## config.mk

```make
export PLATFORM = sky130hd
export DESIGN_NAME = alu_top
export DESIGN_NICKNAME = d
export VERILOG_FILES = /design/src/verilog/alu_pkg.sv /design/src/verilog/alu_adder.sv /design/src/verilog/alu_decode.sv /design/src/verilog/alu_flags.sv /design/src/verilog/alu_logic_ext.sv /design/src/verilog/alu_retire.sv /design/src/verilog/alu_top.sv /design/src/verilog/cond_eval.sv
export SDC_FILE = /design/constraint.sdc
export NUM_CORES = 1
export LEC_CHECK = 0
export BUFFER_PORTS_ARGS = -buffer_cell sky130_fd_sc_hd__buf_2
export CORE_MARGIN = 2
export CORE_UTILIZATION = 40
export CTS_CLUSTER_DIAMETER = 80
export CTS_CLUSTER_SIZE = 24
export DETAILED_ROUTE_END_ITERATION = 10
export GPL_ROUTABILITY_DRIVEN = 0
export PLACE_DENSITY = 0.67
export RECOVER_POWER = 25
export SETUP_SLACK_MARGIN = 0.02
export SLEW_MARGIN = 10
export SYNTH_ARGS = -nofsm -noshare
export SYNTH_HDL_FRONTEND = slang
export SYNTH_SLANG_ARGS = --single-unit
```

## constraint.sdc

```tcl
create_clock -name clk -period 16.6 [get_ports clk]
set_clock_uncertainty 0.2 [all_clocks]
set_input_delay 1.66 -clock clk [delete_from_list [all_inputs] [get_ports clk]]
set_output_delay 1.66 -clock clk [all_outputs]
set_load 0.005 [all_outputs]
```

## src/verilog/alu_pkg.sv

```systemverilog
`default_nettype none

package alu_pkg;

  localparam int DATA_W = 64;
  localparam int HALF_W = 32;

  // logic_kind encodings in ctl_t
  localparam logic [1:0] LOGIC_AND = 2'd0;
  localparam logic [1:0] LOGIC_OR  = 2'd1;
  localparam logic [1:0] LOGIC_XOR = 2'd2;

  typedef enum logic [5:0] {
    OP_ADD  = 6'd0,
    OP_SUB  = 6'd1,
    OP_AND  = 6'd2,
    OP_OR   = 6'd3,
    OP_XOR  = 6'd4,
    OP_MOV  = 6'd5,
    OP_ZXT  = 6'd6,
    OP_SXT  = 6'd7,
    OP_CMOV = 6'd8,
    OP_CSET = 6'd9
  } op_code_e;

  typedef enum logic [3:0] {
    COND_Z, COND_NZ, COND_S, COND_NS,
    COND_UGT, COND_ULE, COND_UGE, COND_ULT,
    COND_SGT, COND_SLE, COND_SGE, COND_SLT,
    COND_O, COND_NO, COND_P, COND_NP
  } cond_e;

  typedef enum logic [1:0] {
    EXT_8  = 2'd0,
    EXT_16 = 2'd1,
    EXT_32 = 2'd2
  } ext_src_e;

  typedef struct packed {
    logic c;
    logic o;
    logic a;
    logic s;
    logic z;
    logic p;
  } flags_t;

  typedef struct packed {
    logic     set_flags;
    logic     is64;
    ext_src_e ext_src;
    logic [1:0] rsvd;
    op_code_e code;
  } op_arith_t;

  typedef struct packed {
    logic     set_flags;
    logic     is64;
    cond_e    cc;
    op_code_e code;
  } op_cond_t;

  // upper half read per opcode, cond view only for cmov/cset
  typedef union packed {
    op_arith_t arith;
    op_cond_t  cond;
  } op_word_u;

  typedef struct packed {
    logic              valid;
    logic              thread;
    op_word_u          op;
    logic [DATA_W-1:0] a;
    logic [DATA_W-1:0] b;
    flags_t            flags_in;
  } alu_req_t;

  typedef struct packed {
    logic valid;
    logic thread;
  } except_t;

  typedef struct packed {
    logic              valid;
    logic [DATA_W-1:0] result;
    flags_t            flags;
    logic              sets_flags;
  } alu_rsp_t;

  typedef struct packed {
    logic       is_add;
    logic       is_sub;
    logic       is_logic;
    logic [1:0] logic_kind;
    logic       is_mov;
    logic       is_zxt;
    logic       is_sxt;
    logic       is_cmov;
    logic       is_cset;
    logic       is64;
    ext_src_e   ext_src;
    logic       sets_flags;
  } ctl_t;

endpackage

`default_nettype wire

```

## src/verilog/alu_adder.sv

```systemverilog
`timescale 1ns/1ps
`default_nettype none

module alu_adder import alu_pkg::*; (
  input  logic [DATA_W-1:0] a,
  input  logic [DATA_W-1:0] b,
  input  ctl_t              ctl,
  output logic [DATA_W-1:0] sum,
  output logic              carry64,
  output logic              carry32,
  output logic              carry4
);

  logic [DATA_W-1:0]        b_op;
  logic [4:0]               lo;
  logic [HALF_W-4:0]        mid;
  logic [DATA_W-HALF_W:0]   hi;

  assign b_op = ctl.is_sub ? ~b : b;  // sub is a + ~b + 1

  // split at the nibble and half-word so the flag carries come out directly
  assign lo  = {1'b0, a[3:0]} + {1'b0, b_op[3:0]} + 5'(ctl.is_sub);
  assign mid = {1'b0, a[HALF_W-1:4]} + {1'b0, b_op[HALF_W-1:4]} + (HALF_W-3)'(lo[4]);
  assign hi  = {1'b0, a[DATA_W-1:HALF_W]} + {1'b0, b_op[DATA_W-1:HALF_W]}
             + (DATA_W-HALF_W+1)'(mid[HALF_W-4]);

  assign sum     = {hi[DATA_W-HALF_W-1:0], mid[HALF_W-5:0], lo[3:0]};
  assign carry4  = lo[4];
  assign carry32 = mid[HALF_W-4];
  assign carry64 = hi[DATA_W-HALF_W];

endmodule

`default_nettype wire

```

## src/verilog/alu_decode.sv

```systemverilog
`timescale 1ns/1ps
`default_nettype none

module alu_decode import alu_pkg::*; (
  input  op_word_u op,
  output ctl_t     ctl
);

  always_comb begin
    ctl = '0;
    // opcode sits in the low bits of both views
    case (op.arith.code)
      OP_ADD: ctl.is_add = 1'b1;
      OP_SUB: ctl.is_sub = 1'b1;
      OP_AND: begin
        ctl.is_logic   = 1'b1;
        ctl.logic_kind = LOGIC_AND;
      end
      OP_OR: begin
        ctl.is_logic   = 1'b1;
        ctl.logic_kind = LOGIC_OR;
      end
      OP_XOR: begin
        ctl.is_logic   = 1'b1;
        ctl.logic_kind = LOGIC_XOR;
      end
      OP_MOV:  ctl.is_mov  = 1'b1;
      OP_ZXT:  ctl.is_zxt  = 1'b1;
      OP_SXT:  ctl.is_sxt  = 1'b1;
      OP_CMOV: ctl.is_cmov = 1'b1;
      OP_CSET: ctl.is_cset = 1'b1;
      default: ;  // unknown op gives an all-zero result
    endcase

    ctl.is64 = op.arith.is64;  // same bit in both views
    if (!(ctl.is_cmov || ctl.is_cset)) begin
      ctl.ext_src = op.arith.ext_src;  // cond view holds cc here
    end

    // moves and conditionals never write flags
    ctl.sets_flags = (ctl.is_add | ctl.is_sub | ctl.is_logic) & op.arith.set_flags;
  end

endmodule

`default_nettype wire

```

## src/verilog/alu_flags.sv

```systemverilog
`timescale 1ns/1ps
`default_nettype none

module alu_flags import alu_pkg::*; (
  input  logic              clk,
  input  logic              rst,
  input  ctl_t              ctl,
  input  logic [DATA_W-1:0] a,
  input  logic [DATA_W-1:0] b,
  input  logic [DATA_W-1:0] result,
  input  logic              carry64,
  input  logic              carry32,
  input  logic              carry4,
  output flags_t            flags,
  output logic [DATA_W-1:0] result_q,
  output logic              sets_flags
);

  logic is_add_q;
  logic is_sub_q;
  logic is64_q;
  logic c64_q;
  logic c32_q;
  logic c4_q;
  logic a_sign64_q;
  logic a_sign32_q;
  logic b_sign64_q;
  logic b_sign32_q;

  logic sign_r;
  logic sign_a;
  logic sign_b;
  logic zero_r;
  logic carry_w;
  logic add_ovf;
  logic sub_ovf;

  always_ff @(posedge clk) begin
    if (rst) begin
      result_q   <= '0;
      is_add_q   <= 1'b0;
      is_sub_q   <= 1'b0;
      is64_q     <= 1'b0;
      sets_flags <= 1'b0;
    end else begin
      result_q   <= result;
      is_add_q   <= ctl.is_add;
      is_sub_q   <= ctl.is_sub;
      is64_q     <= ctl.is64;
      sets_flags <= ctl.sets_flags;
    end
  end

  always_ff @(posedge clk) begin
    c64_q      <= carry64;
    c32_q      <= carry32;
    c4_q       <= carry4;
    a_sign64_q <= a[DATA_W-1];
    a_sign32_q <= a[HALF_W-1];
    b_sign64_q <= b[DATA_W-1];
    b_sign32_q <= b[HALF_W-1];
  end

  assign sign_r  = is64_q ? result_q[DATA_W-1] : result_q[HALF_W-1];
  assign sign_a  = is64_q ? a_sign64_q : a_sign32_q;
  assign sign_b  = is64_q ? b_sign64_q : b_sign32_q;
  assign zero_r  = is64_q ? (result_q == '0) : (result_q[HALF_W-1:0] == '0);
  assign carry_w = is64_q ? c64_q : c32_q;

  assign add_ovf = (sign_a & sign_b & ~sign_r) | (~sign_a & ~sign_b & sign_r);
  assign sub_ovf = (sign_a & ~sign_b & ~sign_r) | (~sign_a & sign_b & sign_r);

  always_comb begin
    flags = '0;
    if (sets_flags) begin
      flags.s = sign_r;
      flags.z = zero_r;
      flags.p = ~^result_q[7:0];  // even parity of low byte
      if (is_add_q) begin
        flags.c = carry_w;
        flags.o = add_ovf;
        flags.a = c4_q;
      end else if (is_sub_q) begin
        // borrow is the inverted carry
        flags.c = ~carry_w;
        flags.o = sub_ovf;
        flags.a = ~c4_q;
      end
    end
  end

endmodule

`default_nettype wire

```

## src/verilog/alu_logic_ext.sv

```systemverilog
`timescale 1ns/1ps
`default_nettype none

module alu_logic_ext import alu_pkg::*; (
  input  logic [DATA_W-1:0] a,
  input  logic [DATA_W-1:0] b,
  input  logic [DATA_W-1:0] sum,
  input  ctl_t              ctl,
  input  logic              cond_true,
  output logic [DATA_W-1:0] result
);

  logic [DATA_W-1:0] logic_res;
  logic [DATA_W-1:0] zx_res;
  logic [DATA_W-1:0] sx_res;
  logic [DATA_W-1:0] ext_res;
  logic [DATA_W-1:0] cmov_res;
  logic [DATA_W-1:0] cset_res;
  logic [DATA_W-1:0] sel;
  logic              is_ext;

  always_comb begin
    case (ctl.logic_kind)
      LOGIC_OR:  logic_res = a | b;
      LOGIC_XOR: logic_res = a ^ b;
      default:   logic_res = a & b;
    endcase
  end

  always_comb begin
    case (ctl.ext_src)
      EXT_8: begin
        zx_res = {{(DATA_W-8){1'b0}}, b[7:0]};
        sx_res = {{(DATA_W-8){b[7]}}, b[7:0]};
      end
      EXT_16: begin
        zx_res = {{(DATA_W-16){1'b0}}, b[15:0]};
        sx_res = {{(DATA_W-16){b[15]}}, b[15:0]};
      end
      default: begin  // 32 bit source
        zx_res = {{(DATA_W-HALF_W){1'b0}}, b[HALF_W-1:0]};
        sx_res = {{(DATA_W-HALF_W){b[HALF_W-1]}}, b[HALF_W-1:0]};
      end
    endcase
  end

  assign is_ext   = ctl.is_zxt | ctl.is_sxt;
  assign ext_res  = ctl.is_sxt ? sx_res : zx_res;
  assign cmov_res = cond_true ? b : a;  // b is the move source
  assign cset_res = {{(DATA_W-1){1'b0}}, cond_true};

  always_comb begin
    if (ctl.is_add || ctl.is_sub) begin
      sel = sum;
    end else if (ctl.is_logic) begin
      sel = logic_res;
    end else if (ctl.is_mov) begin
      sel = b;
    end else if (is_ext) begin
      sel = ext_res;
    end else if (ctl.is_cmov) begin
      sel = cmov_res;
    end else if (ctl.is_cset) begin
      sel = cset_res;
    end else begin
      sel = '0;
    end
  end

  // 32 bit forms clear the upper half, extensions always write all 64
  assign result = (ctl.is64 || is_ext) ? sel
                                       : {{(DATA_W-HALF_W){1'b0}}, sel[HALF_W-1:0]};

endmodule

`default_nettype wire

```

## src/verilog/alu_retire.sv

```systemverilog
`timescale 1ns/1ps
`default_nettype none

module alu_retire import alu_pkg::*; (
  input  logic    clk,
  input  logic    rst,
  input  logic    valid,
  input  logic    thread,
  input  except_t exc,
  output logic    rsp_valid
);

  except_t exc_q;  // exception seen one cycle back
  logic    kill;

  assign kill = (exc.valid && (exc.thread == thread)) ||
                (exc_q.valid && (exc_q.thread == thread));

  always_ff @(posedge clk) begin
    if (rst) begin
      exc_q     <= '0;
      rsp_valid <= 1'b0;
    end else begin
      exc_q     <= exc;
      rsp_valid <= valid & ~kill;
    end
  end

endmodule

`default_nettype wire

```

## src/verilog/alu_top.sv

```systemverilog
`timescale 1ns/1ps
`default_nettype none

module alu_top import alu_pkg::*; (
  input  logic     clk,
  input  logic     rst,
  input  alu_req_t req,
  input  except_t  exc,
  output alu_rsp_t rsp
);

  ctl_t              ctl;
  logic [DATA_W-1:0] sum;
  logic              carry64;
  logic              carry32;
  logic              carry4;
  logic              cond_true;
  logic [DATA_W-1:0] result;
  logic [DATA_W-1:0] result_q;
  flags_t            flags;
  logic              sets_flags;
  logic              rsp_valid;

  alu_decode u_decode (
    .op  (req.op),
    .ctl (ctl)
  );

  alu_adder u_adder (
    .a       (req.a),
    .b       (req.b),
    .ctl     (ctl),
    .sum     (sum),
    .carry64 (carry64),
    .carry32 (carry32),
    .carry4  (carry4)
  );

  cond_eval u_cond (
    .flags     (req.flags_in),
    .cond      (req.op.cond.cc),
    .cond_true (cond_true)
  );

  alu_logic_ext u_logic_ext (
    .a         (req.a),
    .b         (req.b),
    .sum       (sum),
    .ctl       (ctl),
    .cond_true (cond_true),
    .result    (result)
  );

  alu_flags u_flags (
    .clk        (clk),
    .rst        (rst),
    .ctl        (ctl),
    .a          (req.a),
    .b          (req.b),
    .result     (result),
    .carry64    (carry64),
    .carry32    (carry32),
    .carry4     (carry4),
    .flags      (flags),
    .result_q   (result_q),
    .sets_flags (sets_flags)
  );

  alu_retire u_retire (
    .clk       (clk),
    .rst       (rst),
    .valid     (req.valid),
    .thread    (req.thread),
    .exc       (exc),
    .rsp_valid (rsp_valid)
  );

  assign rsp = '{valid: rsp_valid, result: result_q, flags: flags, sets_flags: sets_flags};

endmodule

`default_nettype wire

```

## src/verilog/cond_eval.sv

```systemverilog
`timescale 1ns/1ps
`default_nettype none

module cond_eval import alu_pkg::*; (
  input  flags_t flags,
  input  cond_e  cond,
  output logic   cond_true
);

  always_comb begin
    case (cond)
      COND_Z:   cond_true = flags.z;
      COND_NZ:  cond_true = ~flags.z;
      COND_S:   cond_true = flags.s;
      COND_NS:  cond_true = ~flags.s;
      COND_UGT: cond_true = ~(flags.c | flags.z);
      COND_ULE: cond_true = flags.c | flags.z;
      COND_UGE: cond_true = ~flags.c;
      COND_ULT: cond_true = flags.c;
      COND_SGT: cond_true = ~((flags.s ^ flags.o) | flags.z);
      COND_SLE: cond_true = (flags.s ^ flags.o) | flags.z;
      COND_SGE: cond_true = ~(flags.s ^ flags.o);
      COND_SLT: cond_true = flags.s ^ flags.o;
      COND_O:   cond_true = flags.o;
      COND_NO:  cond_true = ~flags.o;
      COND_P:   cond_true = flags.p;
      COND_NP:  cond_true = ~flags.p;
      default:  cond_true = 1'b0;
    endcase
  end

endmodule

`default_nettype wire
```

==> metrics.txt <==
# TYPE chip_impl_metric gauge
chip_impl_metric{name="layout.cell_area.non_filler",unit="um^2"} 13600
chip_impl_metric{name="post_synth_xor_area_fraction",unit="%"} 8.58
chip_impl_metric{name="total_neg_setup_slack",unit="ns"} 0
chip_impl_info{name="status",value="complete, but fails checks"} 1
chip_impl_metric{name="floorplan.rows",unit=""} 63
chip_impl_metric{name="grt.overflow.total",unit=""} 0
chip_impl_metric{name="required",unit="ns"} 16.67
chip_impl_metric{name="die-area",unit="um^2"} 31200
chip_impl_metric{name="post_cts_resize_count",unit=""} 0
chip_impl_info{name="largest_reg_by_ff_count",value="u_flags.result_q"} 1
chip_impl_metric{name="wl_per_cell",unit="um"} 18.6
chip_impl_metric{name="yosysWarnings",unit=""} 0
chip_impl_info{name="synth_top_family_by_area",value="compound AO/OA/AOI/OAI gates"} 1
chip_impl_metric{name="synth_compound_gate_area_share",unit="%"} 30.6
chip_impl_info{name="cts_tree",value="done"} 1
chip_impl_metric{name="number_of_antenna_violations_at_the_first_check_in_global_routing",unit=""} 10
chip_impl_info{name="critPathMostFrequentCell",value="fa_1"} 1
chip_impl_metric{name="critical_path.max_stage_delay",unit="ns"} 0.63
chip_impl_metric{name="ys_ff_latch",unit=""} 78
chip_impl_metric{name="die_w",unit="um"} 177
chip_impl_metric{name="place.port_buffers",unit=""} 222
chip_impl_metric{name="first_global_vias",unit=""} 12000
chip_impl_metric{name="layout_min_cycle_time",unit="ns"} 9.71
chip_impl_info{name="biggestRegsByFlops",value="u_flags.result_q (64), u_retire.exc_q (2)"} 1
chip_impl_metric{name="power_density",unit="nW/um^2"} 54.2
chip_impl_metric{name="clock_insertion_delay_worst_skew",unit="ns"} 0.36
chip_impl_info{name="hold_path_class",value="flop to flop"} 1
chip_impl_info{name="cp_slowest_cell",value="buf_4"} 1
chip_impl_metric{name="area_delta_synth_final",unit="%"} 14.1
chip_impl_metric{name="first_iter_violations",unit=""} 932
chip_impl_metric{name="synth_nets",unit=""} 1987
chip_impl_metric{name="cts_buffers",unit=""} 9
chip_impl_metric{name="synth_cell_type_count",unit=""} 81
chip_impl_metric{name="yosys-mux-area-fraction",unit="%"} 1.61
chip_impl_metric{name="postPlaceCellArea",unit="um^2"} 13300
chip_impl_metric{name="hpwl",unit="mm"} 29.2
chip_impl_metric{name="route.antenna.remaining_nets",unit=""} 0
chip_impl_metric{name="postCtsSetupRepairBufs",unit=""} 0
chip_impl_metric{name="layout_worst_path_cycle_share",unit="%"} 58.5
chip_impl_metric{name="drive_above_1_share",unit="%"} 15.4
chip_impl_metric{name="slew_hr",unit="%"} -26.4
chip_impl_metric{name="drt_pre_antenna_iters",unit=""} 5
chip_impl_metric{name="vdd.ir_drop.worst",unit="mV"} 0.0508
chip_impl_info{name="setup.worst_path.end_class",value="flop"} 1
chip_impl_info{name="critical_path.startpoint_type",value="input port"} 1
chip_impl_metric{name="yosysSeqAreaShare",unit="%"} 13.1
chip_impl_metric{name="synth.cell_area",unit="um^2"} 11900
chip_impl_metric{name="numClockSinks",unit=""} 78
chip_impl_metric{name="largest_register_ffs",unit=""} 64
chip_impl_metric{name="setup_violations",unit=""} 0
chip_impl_metric{name="design.final.nets",unit=""} 2138
chip_impl_metric{name="place_ws",unit="ns"} 6.62
chip_impl_metric{name="ctsHtreeMaxLevel",unit=""} 3
chip_impl_metric{name="yosys.area_share.simple",unit="%"} 14.9
chip_impl_metric{name="drcViolationCount",unit=""} 0
chip_impl_metric{name="cts.clk_slew.worst_paths",unit="ns"} 0.07
chip_impl_metric{name="die_h",unit="um"} 177
chip_impl_metric{name="routed_wl",unit="mm"} 40.7
chip_impl_metric{name="number_of_flops_mapped_to_enable_cells_by_yosys",unit=""} 0
chip_impl_metric{name="async_reset_ff_share",unit="%"} 0
chip_impl_metric{name="synthesis.instances",unit=""} 1634
chip_impl_info{name="violations",value="max-capacitance violations, max-slew violations"} 1
chip_impl_metric{name="vias_per_cell",unit=""} 5.79
chip_impl_metric{name="timing_max_transition_violations_final",unit=""} 32
chip_impl_metric{name="grt_first_pass_wirelength",unit="mm"} 64.1
chip_impl_metric{name="maxCapViolations",unit=""} 1
chip_impl_metric{name="critical_path_peak_fanout",unit=""} 54
chip_impl_metric{name="worstPathArrival",unit="ns"} 9.78
chip_impl_metric{name="timing.final.ws_setup",unit="ns"} 6.89
chip_impl_metric{name="cts.hold.buffers_added",unit=""} 0
chip_impl_metric{name="gr-usage-all-layers",unit="%"} 25.7
chip_impl_metric{name="floorplan.initialDensity",unit="%"} 40.5
chip_impl_metric{name="power_consumption",unit="mW"} 0.738
chip_impl_info{name="synth_flop_cell",value="dfxtp_1"} 1
chip_impl_metric{name="power.static_leakage",unit="nW"} 6.37
chip_impl_metric{name="dr_total_vias",unit=""} 12700
chip_impl_info{name="criticalPathCategory",value="input port to flop"} 1
chip_impl_metric{name="synth-adder-area-share",unit="%"} 21.4
chip_impl_metric{name="io_pins",unit=""} 224
chip_impl_metric{name="core-area",unit="um^2"} 29500
chip_impl_info{name="rsz_0062_raised_after_global_routing",value="no"} 1
chip_impl_metric{name="worst-slew-pin-transition",unit="ns"} 1.90
chip_impl_metric{name="synthesized_area_divided_by_synthesized_cell_count",unit="um^2"} 7.31
chip_impl_metric{name="cts.path.max_buffers",unit=""} 2
chip_impl_info{name="cts_root_buffer",value="clkbuf_16"} 1
chip_impl_metric{name="nFillCells",unit=""} 3061
chip_impl_metric{name="final_hold_fails",unit=""} 0
chip_impl_metric{name="max_freq",unit="MHz"} 103
chip_impl_metric{name="grt_start_max_net_pins",unit=""} 101
[per-stage QoR]
stage | utilization [%] | std cells | hold slack, ns
after global placement | 45.0 | 2164 | 0.393
after global routing | 46.2 | 2185 | 0.466
final | 46.2 | 2187 | 0.436
after floorplan | - | 1634 | 0.374
after detailed placement | 45.0 | 2164 | 0.433
after CTS | 46.2 | 2180 | 0.440
[critical path: cells and delay by family]
family / cells / cell delay [ns]
AO/OA/AOI/OAI: 12 / 2.44
multiplexers: 1 / 0.44
XOR/XNOR: 1 / 0.15
buffers and inverters: 3 / 0.80
adder cells (fa/ha/maj): 5 / 1.95
AND/OR/NAND/NOR: 11 / 2.29
[logic make-up (layout without fill, tap and decap cells)]
group / count (synthesis) / after routing
AO/OA/AOI/OAI: 558 / 558
multiplexers: 19 / 19
other: 0 / 7
AND/OR/NAND/NOR: 367 / 367
buffers and inverters: 294 / 450
XOR/XNOR: 117 / 117
adder cells (fa/ha/maj): 201 / 201
flip-flops: 78 / 78
[final timing paths]
path	startpoint	endpoint	slack (ns)	cells after the start
min	u_retire.exc_q[1]	u_retire.rsp_valid	0.44	3
min reg2reg	u_retire.exc_q[1]	u_retire.rsp_valid	0.44	3
max	req[136]	u_flags.result_q[60]	6.89	33
max reg2reg	u_retire.exc_q[0]	u_retire.rsp_valid	15.41	4
[area by class of cell]
cell class	count	area, um^2	share of cell area, %
multi-input combinational	1262	9270	68.0
sequential	78	1560	11.5
timing repair buffer	234	1180	8.66
inverter	200	751	5.51
tap	390	488	3.58
clock buffer	11	253	1.86
clock inverter	5	105	0.772
antenna	7	17.5	0.129
[layer usage]
metal	vias to the layer above	global-route usage (%)	routed length, um
li1	6051	-	-
met1	5979	33.2	17900
met2	518	41.6	18100
met3	110	4.88	3090
met4	6	11.0	1520
met5	-	0	41
[cells in the mapped netlist (4+ instances only)]
cell | n | area [um^2]
a221oi_2 | 6 | 90.1
and3_1 | 10 | 62.6
nor3_1 | 15 | 75.1
buf_1 | 9 | 33.8
a221o_1 | 10 | 100
xnor2_1 | 85 | 744
mux2i_1 | 17 | 170
nor2_1 | 48 | 180
o21bai_1 | 6 | 45.0
clkbuf_1 | 66 | 248
nand2_1 | 155 | 582
a31oi_1 | 21 | 131
a211oi_1 | 17 | 128
nor2b_1 | 18 | 113
a21oi_2 | 4 | 35.0
o221ai_1 | 4 | 35.0
nand4_1 | 12 | 75.1
a21o_1 | 26 | 195
a31o_2 | 4 | 35.0
buf_4 | 7 | 52.6
o211ai_1 | 24 | 180
o2111ai_1 | 6 | 52.6
o22ai_1 | 9 | 56.3
buf_2 | 8 | 40.0
nand3_1 | 21 | 105
or2_2 | 4 | 25.0
xor2_1 | 32 | 280
fa_1 | 5 | 100
o21ai_1 | 18 | 90.1
a22oi_1 | 46 | 345
nand2b_1 | 38 | 238
buf_6 | 4 | 45.0
or3_1 | 6 | 37.5
ha_1 | 196 | 2450
and2_1 | 8 | 50.1
o21a_1 | 7 | 52.6
dfxtp_1 | 78 | 1560
o21ai_0 | 142 | 711
a21oi_1 | 142 | 711
nor4_1 | 15 | 93.8
a2bb2oi_1 | 8 | 70.1
inv_1 | 200 | 751
a221oi_1 | 16 | 140
[power breakdown]
group	total [mW]	internal [mW]	switching, mW
clock	0.251	0.155	0.0954
sequential	0.197	0.193	0.00397
combinational	0.290	0.118	0.173
[placed cells by master (no fill, tap or decap), types with 32 or more instances in the layout]
master and count:
a22oi_1 46, a21oi_1 142, dfxtp_1 78, buf_2 205
xnor2_1 85, ha_1 194, nor2_1 48, nand2b_1 38
nand2_1 154, o21ai_0 142, inv_1 200, xor2_1 32
Note: power is estimated with default switching activity, not from simulation.
